**config.mk**
```make
export PLATFORM = sky130hd
export DESIGN_NAME = scalar_register_file
export DESIGN_NICKNAME = d
export VERILOG_FILES = /design/src/verilog/vector_core_pkg.sv /design/src/verilog/scalar_register_file.sv
export SDC_FILE = /design/constraint.sdc
export NUM_CORES = 2
export LEC_CHECK = 0
export ABC_AREA = 0
export BUFFER_PORTS_ARGS = -buffer_cell sky130_fd_sc_hd__buf_2
export CAP_MARGIN = 20
export CORE_UTILIZATION = 39
export CTS_CLUSTER_SIZE = 10
export DETAILED_ROUTE_END_ITERATION = 7
export GPL_ROUTABILITY_DRIVEN = 1
export GPL_TIMING_DRIVEN = 0
export PLACE_DENSITY = 0.61
export SYNTH_ARGS = -nofsm -noshare
export SYNTH_HDL_FRONTEND = slang
export SYNTH_SLANG_ARGS = --single-unit
export TNS_END_PERCENT = 50
```
**constraint.sdc**
```tcl
create_clock -name clk -period 11 [get_ports clk]
set_input_delay 2.2 -clock clk [delete_from_list [all_inputs] [get_ports clk]]
set_output_delay 2.2 -clock clk [all_outputs]
set_load 0.03 [all_outputs]
```
**src/verilog/vector_core_pkg.sv**
```systemverilog
// ~~~~~~~~~~~~~~~~~~~~
// Shared types of the SIMD lane pipeline. Holds the two views of the
// instruction word, the ALU opcodes, the decoded operation and the
// writeback bookkeeping. Modules refer to them as vector_core_pkg::name
// ~~~~~~~~~~~~~~~~~~~~

`default_nettype none

package vector_core_pkg;

	localparam int WORD_WIDTH = 32;		// One lane, one scalar register
	localparam int REG_SEL_WIDTH = 5;	// 32 registers in each file
	localparam int IMM_WIDTH = 14;

	typedef enum logic [3:0] {
		ALU_ADD      = 4'd0,
		ALU_SUB      = 4'd1,
		ALU_AND      = 4'd2,
		ALU_OR       = 4'd3,
		ALU_XOR      = 4'd4,
		ALU_SHL      = 4'd5,	// Shift amount is low 5 bits of operand 2
		ALU_SHR      = 4'd6,	// Logical
		ALU_ADD_LANE = 4'd7		// Operand 1 plus lane index
	} alu_op_e;

	// Second operand comes from a register
	typedef struct packed {
		logic is_immediate;		// Format bit, low here
		alu_op_e alu_op;
		logic dest_is_vector;
		logic op1_is_vector;
		logic [REG_SEL_WIDTH-1:0] dest;
		logic [REG_SEL_WIDTH-1:0] src1;
		logic op2_is_vector;
		logic [REG_SEL_WIDTH-1:0] src2;
		logic [8:0] unused;
	} reg_fmt_t;

	// Second operand is a signed constant
	typedef struct packed {
		logic is_immediate;		// Format bit, high here
		alu_op_e alu_op;
		logic dest_is_vector;
		logic op1_is_vector;
		logic [REG_SEL_WIDTH-1:0] dest;
		logic [REG_SEL_WIDTH-1:0] src1;
		logic unused;
		logic signed [IMM_WIDTH-1:0] immediate;
	} imm_fmt_t;

	typedef union packed {
		reg_fmt_t reg_fmt;
		imm_fmt_t imm_fmt;
	} instruction_u;

	typedef struct packed {
		logic valid;
		alu_op_e alu_op;
		logic is_immediate;
		logic [WORD_WIDTH-1:0] immediate;	// Sign extended
		logic op1_is_vector;
		logic op2_is_vector;
		logic dest_is_vector;
		logic [REG_SEL_WIDTH-1:0] src1;
		logic [REG_SEL_WIDTH-1:0] src2;
		logic [REG_SEL_WIDTH-1:0] dest;
	} decoded_op_t;

	// Value travels beside this, its width follows the lane count
	typedef struct packed {
		logic valid;
		logic is_vector;
		logic [REG_SEL_WIDTH-1:0] dest;
	} writeback_meta_t;

endpackage

`default_nettype wire

```
**src/verilog/scalar_register_file.sv**
```systemverilog
// ~~~~~~~~~~~~~~~~~~~~
// Scalar register file, 32 words. Two registered read ports, one write
// port fed by scalar writebacks. Reads see the value before a write
// ~~~~~~~~~~~~~~~~~~~~

`timescale 1ns/1ps
`default_nettype none

module scalar_register_file (
	input  logic clk,
	input  logic rst_n_i,
	input  logic [vector_core_pkg::REG_SEL_WIDTH-1:0] sel1_i,
	input  logic [vector_core_pkg::REG_SEL_WIDTH-1:0] sel2_i,
	input  vector_core_pkg::writeback_meta_t wb_meta_i,
	input  logic [vector_core_pkg::WORD_WIDTH-1:0] wb_data_i,
	output logic [vector_core_pkg::WORD_WIDTH-1:0] value1_o,
	output logic [vector_core_pkg::WORD_WIDTH-1:0] value2_o
);

	localparam int NUM_REGS = 2 ** vector_core_pkg::REG_SEL_WIDTH;

	logic [vector_core_pkg::WORD_WIDTH-1:0] regs [NUM_REGS];

	always_ff @(posedge clk)
	begin
		if (!rst_n_i)
		begin
			for (int i = 0; i < NUM_REGS; i++)
				regs[i] <= '0;
		end
		else if (wb_meta_i.valid && !wb_meta_i.is_vector)	// Scalar writes only
			regs[wb_meta_i.dest] <= wb_data_i;
	end

	always_ff @(posedge clk)
	begin
		value1_o <= regs[sel1_i];
		value2_o <= regs[sel2_i];
	end

endmodule

`default_nettype wire

```
==> metrics.cfg <==
[worst_setup_path]
worst_ep_arrival_time_ns=5.39
worstSetupStartpointType=input pin
end_kind=flop
r2r-start=regs[2][17]
cp-startpoint=rst_n_i
worstPathMaxFanout=10
cp.required_ns=11.66
critPathKind=input pin to flop

[sta]
period_minus_slack_ns=4.73
maxSlewViolCount=0
rsz0062_at_grt=false
fin_skew_ns=0.0272
finalSetupViolations=0
tns_ns=0
fin_crit_sh_pct=43.0
tightest_slew_ns=1.25
relSlewSlack_pct=16.4
fmaxAchievable_mhz=211
finalHoldViolations=0

[clocking]
postCtsSetupBuffers=0
cts_tree=done
worstSkewPairLatency_ns=0.79
clk_path_buf_depth=3
clock-sinks=1088
cts.repair.resized=0
cts_root_buffer=clkbuf_16
cts_max_level=4
clk_pin_slew_ns=0.05
cts_hold_buf=0
numCtsBuffers=131

[placed_design]
place.detailed.hpwl_um=170000
portBuffers=112
gp_congestion=0.952

[route]
drtIter0Drc=5328
routed_wl_um=232000
post_drt_via_cell_ratio=6.06
drc=0
routedWlPerCell_um=33.1
drtAntennaViolNets=0
vias=42500
firstDrtPassIters=6

[layout]
drive_gt1_share_pct=10.5
syn_to_final_growth_pct=14.1
nets=5052
finish.utilization_pct=44.9

[die]
initial_utilization_pct=39.3
row_count=140
core_um2=146000
dieArea_um2=148000
io-pin-count=115
die-height_um=385
dieWidth_um=385

[global_routing]
grt_first_pass_wirelength_um=311000
grt_pass1_vias=40900
grt_max_degree=23
grtUsageTotal_pct=30.6
grt-ovfl-total=0
antenna_found_initial=42

[logic_synthesis]
synthDistinctLibCells=29
syn_nets=4763
avgSynthCellArea_um2=12.2
ys_ff_latch=1088
yosysWarnings=0
syn_area_um2=57300
yosysSeqAreaShare_pct=55.9
syn_inst=4712

[power_and_ir_drop]
p_total_mw=10.3
ir_drop_mv=0.124
power_density_nw_per_um2=157
power_leakage_nw=25.4

[run]
drv_cap=0

[min_path]
min_path_type=flop to flop
min-delay-start=regs[16][27]

[status]
status=finished, final reports clean

## worst max-delay path, cell delays in order
cell and delay [ns]:
buf_2 0.28, nand2_1 0.11, nor2_2 0.12, nand3b_1 0.52, buf_2 0.52, nor2_2 0.93, buf_2 0.50, and2_1 0.19
## area by class of cell
class / count / area [um2]
clock inverters: 18 / 155
fillers: 13400 / 80400
repair buffers: 156 / 1500
plain buffers: 455 / 2100
multi-input cells: 3169 / 23500
diodes: 24 / 60.1
flip-flops and latches: 1088 / 32000
well taps: 1917 / 2400
clock buffers: 187 / 3620
## cells by family after synthesis
logic type / count (synthesis) / synth area share (%)
buffers and inverters: 455 / 3.67
and+or+nand+nor: 1537 / 15.4
muxes: 1024 / 17.9
DFF: 1088 / 55.9
AOI/OAI and AO/OA: 608 / 7.13
## metal layers
layer / share of wire (%) / global-route usage, % / wire (um)
met1: 39 / 38.9 / 90300
met2: 43 / 46.1 / 101000
met3: 11 / 8.69 / 25700
met4: 6.4 / 18.2 / 14800
met5: 0.10 / 0 / 236
## state kept, by name, summed over array words and instances, names as in the netlist
name and flops:
value1_o 32, value2_o 32, regs 1024
## per-stage QoR
step                cells  hold WS (ns)  setup slack (ns)  area [um2]
global placement     6741         0.653             0.724       60200
finish               7014         0.680              6.27       65400
floorplan            4712         0.580              5.25       57300
global route         6991         0.726              6.35       65300
detailed placement   6782         0.658              5.62       61500
CTS                  6987         0.676              6.43       65300
## worst paths after layout
path / cells after the start / to / slack (ns)
max: 8 / regs[10][19] / 6.27
min: 4 / value2_o[27] / 0.68
max reg2reg: 5 / value2_o[17] / 9.03
min reg2reg: 4 / value2_o[27] / 0.68
## Yosys cell counts
| library cell | number | area, um2 |
|---|---|---|
| and2_1 | 1026 | 6420 |
| edfxtp_1 | 1024 | 30700 |
| mux2i_1 | 1024 | 10200 |
| clkbuf_1 | 256 | 961 |
| nand2_1 | 197 | 739 |
| nand3_1 | 193 | 966 |
| a21oi_1 | 192 | 961 |
| a22oi_1 | 192 | 1440 |
| a22o_1 | 128 | 1120 |
| buf_2 | 86 | 430 |
| a31oi_1 | 64 | 400 |
| dfxtp_1 | 64 | 1280 |
| nor3_1 | 64 | 320 |
| buf_4 | 54 | 405 |
| o21ai_0 | 32 | 160 |
| buf_1 | 30 | 113 |
| clkbuf_2 | 21 | 105 |
| nor2_1 | 21 | 78.8 |
| nor2_2 | 11 | 68.8 |
| buf_6 | 8 | 90.1 |
| nand3b_1 | 5 | 37.5 |
| nand2b_1 | 4 | 25.0 |
| nor2b_1 | 4 | 25.0 |
| nor2_4 | 3 | 33.8 |
| nor2_8 | 2 | 40.0 |
| or2_2 | 2 | 12.5 |
| or3_1 | 2 | 12.5 |
| or3b_1 | 2 | 17.5 |
| nand3_2 | 1 | 10.0 |
## placed cells by master, fill, tap and decap left out, drive strengths merged, types with 32 or more instances in the layout
cell type and n:
nor3 64, clkbuf 464, nand3 194, a31oi 64
mux2i 1024, nand2 197, o21ai 32, a22oi 192
buf 334, a21oi 192, edfxtp 1024, dfxtp 64
nor2 37, a22o 128, and2 1026
## report_power, final
group          internal, mW  switching (mW)
Clock                  2.27            1.76
Combinational         0.398           0.937
Sequential             4.77           0.122
(Power assumes the default switching activity.)
