`src/verilog/vector_core_pkg.sv`:
```
// ~~~~~~~~~~~~~~~~~~~~
// Shared types of the SIMD lane pipeline. Holds the two views of the
// instruction word, the ALU opcodes, the decoded operation and the
// writeback bookkeeping. Modules refer to them as vector_core_pkg::name
// ~~~~~~~~~~~~~~~~~~~~

`default_nettype none

package vector_core_pkg;

	localparam int WORD_WIDTH = 32;		// One lane, one scalar register
	localparam int REG_SEL_WIDTH = 5;	// 32 registers in each file
	localparam int IMM_WIDTH = 14;

	typedef enum logic [3:0] {
		ALU_ADD      = 4'd0,
		ALU_SUB      = 4'd1,
		ALU_AND      = 4'd2,
		ALU_OR       = 4'd3,
		ALU_XOR      = 4'd4,
		ALU_SHL      = 4'd5,	// Shift amount is low 5 bits of operand 2
		ALU_SHR      = 4'd6,	// Logical
		ALU_ADD_LANE = 4'd7		// Operand 1 plus lane index
	} alu_op_e;

	// Second operand comes from a register
	typedef struct packed {
		logic is_immediate;		// Format bit, low here
		alu_op_e alu_op;
		logic dest_is_vector;
		logic op1_is_vector;
		logic [REG_SEL_WIDTH-1:0] dest;
		logic [REG_SEL_WIDTH-1:0] src1;
		logic op2_is_vector;
		logic [REG_SEL_WIDTH-1:0] src2;
		logic [8:0] unused;
	} reg_fmt_t;

	// Second operand is a signed constant
	typedef struct packed {
		logic is_immediate;		// Format bit, high here
		alu_op_e alu_op;
		logic dest_is_vector;
		logic op1_is_vector;
		logic [REG_SEL_WIDTH-1:0] dest;
		logic [REG_SEL_WIDTH-1:0] src1;
		logic unused;
		logic signed [IMM_WIDTH-1:0] immediate;
	} imm_fmt_t;

	typedef union packed {
		reg_fmt_t reg_fmt;
		imm_fmt_t imm_fmt;
	} instruction_u;

	typedef struct packed {
		logic valid;
		alu_op_e alu_op;
		logic is_immediate;
		logic [WORD_WIDTH-1:0] immediate;	// Sign extended
		logic op1_is_vector;
		logic op2_is_vector;
		logic dest_is_vector;
		logic [REG_SEL_WIDTH-1:0] src1;
		logic [REG_SEL_WIDTH-1:0] src2;
		logic [REG_SEL_WIDTH-1:0] dest;
	} decoded_op_t;

	// Value travels beside this, its width follows the lane count
	typedef struct packed {
		logic valid;
		logic is_vector;
		logic [REG_SEL_WIDTH-1:0] dest;
	} writeback_meta_t;

endpackage

`default_nettype wire

```
`src/verilog/instruction_decoder.sv`:
```
// ~~~~~~~~~~~~~~~~~~~~
// Decode stage. Splits the instruction word by its format bit, drives
// register selects to both files and registers the decoded operation
// ~~~~~~~~~~~~~~~~~~~~

`timescale 1ns/1ps
`default_nettype none

module instruction_decoder (
	input  logic clk,
	input  logic rst_n_i,
	input  logic instr_valid_i,
	input  vector_core_pkg::instruction_u instr_i,
	output logic [vector_core_pkg::REG_SEL_WIDTH-1:0] scalar_sel1_o,
	output logic [vector_core_pkg::REG_SEL_WIDTH-1:0] scalar_sel2_o,
	output logic [vector_core_pkg::REG_SEL_WIDTH-1:0] vector_sel1_o,
	output logic [vector_core_pkg::REG_SEL_WIDTH-1:0] vector_sel2_o,
	output vector_core_pkg::decoded_op_t dec_op_o
);

	localparam int EXT_WIDTH = vector_core_pkg::WORD_WIDTH - vector_core_pkg::IMM_WIDTH;

	vector_core_pkg::decoded_op_t dec_op_next;

	always_comb
	begin
		dec_op_next = '0;
		dec_op_next.valid = instr_valid_i;
		// Shared fields sit at the same bits in both views
		dec_op_next.is_immediate = instr_i.reg_fmt.is_immediate;
		dec_op_next.alu_op = instr_i.reg_fmt.alu_op;
		dec_op_next.dest_is_vector = instr_i.reg_fmt.dest_is_vector;
		dec_op_next.op1_is_vector = instr_i.reg_fmt.op1_is_vector;
		dec_op_next.dest = instr_i.reg_fmt.dest;
		dec_op_next.src1 = instr_i.reg_fmt.src1;
		if (instr_i.imm_fmt.is_immediate)
		begin
			dec_op_next.immediate = {
				{EXT_WIDTH{instr_i.imm_fmt.immediate[vector_core_pkg::IMM_WIDTH-1]}},
				instr_i.imm_fmt.immediate
			};
		end
		else
		begin
			dec_op_next.op2_is_vector = instr_i.reg_fmt.op2_is_vector;
			dec_op_next.src2 = instr_i.reg_fmt.src2;
		end
	end

	// Same numbers go to both files, each reads its own register
	always_ff @(posedge clk)
	begin
		scalar_sel1_o <= dec_op_next.src1;
		scalar_sel2_o <= dec_op_next.src2;
		vector_sel1_o <= dec_op_next.src1;
		vector_sel2_o <= dec_op_next.src2;
		dec_op_o <= dec_op_next;
		if (!rst_n_i)
			dec_op_o.valid <= 1'b0;
	end

endmodule

`default_nettype wire

```
`config.mk`:
```
export PLATFORM = sky130hd
export DESIGN_NAME = instruction_decoder
export DESIGN_NICKNAME = d
export VERILOG_FILES = /design/src/verilog/vector_core_pkg.sv /design/src/verilog/instruction_decoder.sv
export SDC_FILE = /design/constraint.sdc
export NUM_CORES = 1
export LEC_CHECK = 0
export BUFFER_PORTS_ARGS = -buffer_cell sky130_fd_sc_hd__buf_2
export CAP_MARGIN = 15
export CELL_PAD_IN_SITES_DETAIL_PLACEMENT = 0
export CELL_PAD_IN_SITES_GLOBAL_PLACEMENT = 1
export CORE_AREA = 5 5 74 76
export CTS_CLUSTER_DIAMETER = 50
export CTS_CLUSTER_SIZE = 14
export DETAILED_ROUTE_END_ITERATION = 16
export DIE_AREA = 0 0 79 81
export PLACE_DENSITY_LB_ADDON = 0.1
export RECOVER_POWER = 100
export SYNTH_ARGS = -nofsm -noshare
export SYNTH_HDL_FRONTEND = slang
export SYNTH_SLANG_ARGS = --single-unit
```
`constraint.sdc`:
```
create_clock -name clk -period 1.23 [get_ports clk]
set_input_delay 0.0615 -clock clk [delete_from_list [all_inputs] [get_ports clk]]
set_output_delay 0.0615 -clock clk [all_outputs]
set_load 0.05 [all_outputs]
```
==> flow_summary_export.csv <==
group,metric,value,unit
place,io_buffers,110,
routing,post_drt_wl_per_cell,10.58,um
global_routing,grt_pass1_vias,926,
finish,final_cells,264,
finish,n_antenna_cell,0,
place,dp_hpwl,2.123,mm
timing,tightest_slew,0.6904,ns
floorplanning,start_util,25.53,%
place,place_congestion,0.5842,
floorplanning,core_area,4661,um^2
logic_synthesis,synth_nets,134,
routing,ant_nets,0,
place,post_dp_cell_area,1511,um^2
setup_path,start_kind,"input port",
logic_synthesis,synth_seq_cells,38,
logic_synthesis,synth_edf_count,0,
logic_synthesis,synth_top_area_cell,"dfxtp_1",
routing,drc,0,
routing,routed_wl,2.793,mm
logic_synthesis,netlist.area_leader.share,63.93,%
power,net-switching-power,1.012,mW
floorplanning,pin_count,111,
floorplanning,die_width,79,um
routing,route.top_layer_used,"met4",
setup_path,cp-end-kind,"flip-flop",
setup_path,max_stage_delay,0.55,ns
timing,finalCriticalPeriod,1.207,ns
timing,rsz0062_at_grt,"false",
setup_path,cp-startpoint,"instr_valid_i",
logic_synthesis,netlist_area,1190,um^2
setup_path,cp.arrival,1.38,ns
finish,largestRegisters,"dec_op_o (38)",
routing,wl_met2,1.560,mm
power,p_clk_share,29.9,%
logic_synthesis,yosysMostFrequentCell,"buf_4",
timing,slew_viol_final,0,
clocking,cts_resized,0,
logic_synthesis,synth.avg_cell_area,12.02,um^2
power,switching_share,34.05,%
power,ir_worst_vdd,792.4,uV
setup_path,endpoint,"dec_op_o[55]$_SDFF_PN0_",
routing,post_drt_via_cell_ratio,3.572,
logic_synthesis,synth_common_cells,"buf_4 (39), dfxtp_1 (38), and2_1 (15)",
floorplanning,dieArea,6399,um^2
timing,finalSetupViolCount,0,
logic_synthesis,ys_types,5,
logic_synthesis,synth_area_leaders,"dfxtp_1 (64%), buf_4 (25%), and2_1 (7.9%)",
finish,top_register,"dec_op_o",
logic_synthesis,synthesis.instances,99,
clocking,cts.sinks,38,
power,powerDensity,1533,nW/um^2
finish,final_cell_area,1938,um^2
setup_path,worstSetupPathType,"in -> reg",
routing,vias,943,
power,power_frac_comb,25.5,%
routing,drt_first_pass_iters,3,
logic_synthesis,async_flop_share,0,%
setup_path,cp_slowest_cell,"dlygate4sd3_1",
clocking,cts_buffers,5,
run,maxCapViolations,0,
global_routing,grt_overflow,0,
logic_synthesis,yosysWarningCount,0,
place,dp_cells,223,
min_path,min_path_type,"in -> reg",
timing,maxSlewHeadroom,53.98,%
clocking,clk_path_buf_depth,2,
finish,drive_gt1_share,55.71,%
setup_path,critPathRequiredTime,1.40,ns
logic_synthesis,ys_seq_area_share,63.93,%
outcome,status,"finished, final reports clean",
floorplanning,num_rows,25,
timing,finalCritPeriodShare,98.12,%
power,leakagePower,1.013,nW
setup_path,cp_cell_sequence,"dlygate4sd3_1 > buf_2 > and2_1 > dlygate4sd3_1",
clocking,cts_setup_buffers,0,
global_routing,grt_usage,8.797,%
timing,setup_tns,0,ns
clocking,cts_tree,"yes",
power,internal_power,1.960,mW
timing,fin_worst_hold_slack,0.2528,ns
finish,syn_to_final_growth,62.88,%
timing,hold_viol,0,
routing,wl_met1,812,um
floorplanning,die_h,81,um
timing,max_freq,828.6,MHz
finish,utilization,41.58,%
power,seqPwrFrac,44.6,%
setup_path,crit_top_cell,"dlygate4sd3_1",
clocking,cts.clk_slew.worst_paths,0.08,ns
global_routing,grt_first_pass_wirelength,4.250,mm
global_routing,grt_max_degree,22,
finish,largest_register_ffs,38,
finish,nNetsFinal,244,
clocking,htreeDepth,2,
routing,first_iter_violations,1,
logic_synthesis,synth_flop_cell,"dfxtp_1",
setup_path,crit_path_max_fanout,1,
clocking,cts_root_buffer,"clkbuf_8",
routing,met3WireLength,389,um
global_routing,antenna_found_initial,0,
==> timing repair <==
item / CTS / global route
setup endpoints to repair: 0 / 0
endpoints found under the hold margin: 35 / 0
hold buffers: 33 / 0
==> routing by layer <==
metal  vias up  GRT usage, %
met3         4         4.545
met4         0         4.124
met5         -             0
met2        59         17.26
met1       403         7.138
li1        477             -
==> area by class of cell <==
class / instances / area (um^2)
Clock buffer: 6 / 82.58
Clock inverter: 2 / 16.27
Fill cell: 443 / 2723
Multi-Input combinational cell: 21 / 131.4
Sequential cell: 38 / 762.0
Tap cell: 54 / 67.56
Timing Repair Buffer: 143 / 878.3
==> power groups by stage <==
stage	sequential, mW	clock, mW	combinational (mW)
CTS	1.32	0.940	0.771
detailed placement	1.35	0	0.690
finish	1.32	0.889	0.758
global placement	1.35	0	0.689
global route	1.34	0.993	0.791
floorplan	1.59	0	0.359
==> how the worst min path moves through the flow <==
| stage | startpoint | endpoint | slack (ns) | depth (start not counted) |
|---|---|---|---|---|
| after floorplan | instr_i[20] | dec_op_o[0]$_DFF_P_ | 0.09 | 0 |
| after CTS | instr_i[31] | dec_op_o[50]$_DFF_P_ | 0.07 | 1 |
| final | instr_i[31] | dec_op_o[50]$_DFF_P_ | 0.25 | 1 |
| after global placement | instr_i[24] | dec_op_o[4]$_DFF_P_ | 0.16 | 1 |
| after detailed placement | instr_i[22] | dec_op_o[2]$_DFF_P_ | 0.17 | 1 |
| after global routing | instr_i[31] | dec_op_o[50]$_DFF_P_ | 0.34 | 1 |
==> metrics by stage <==
| stage | setup WS, ns | power (mW) |
|---|---|---|
| floorplan | 0.2544 | 1.948 |
| global placement | 0.4433 | 2.037 |
| detailed placement | 0.4280 | 2.040 |
| CTS | 0.04767 | 3.032 |
| global route | 0.02079 | 3.119 |
| finish | 0.02315 | 2.972 |
==> layout by cell type, fill, tap and decap left out <==
cell / count
clkinvlp_4: 1
dfxtp_2: 1
clkbuf_8: 6
clkbuf_2: 70
and2_1: 10
dlygate4sd3_1: 33
clkbuf_1: 2
buf_2: 38
inv_6: 1
dfxtp_1: 37
and2_0: 5
nor2b_1: 6
==> logic make-up (layout without fill, tap and decap cells) <==
| family | count (synthesis) | after routing | share of synthesized area (%) |
|---|---|---|---|
| buffers and inverters | 40 | 151 | 25.03 |
| AND/OR/NAND/NOR | 21 | 21 | 11.04 |
| flip-flops | 38 | 38 | 63.93 |
==> critical path, delay by kind of cell <==
family / cells / cell delay, ns
buffers and inverters: 3 / 1.19
and+or+nand+nor: 1 / 0.12
(Power assumes the default switching activity.)
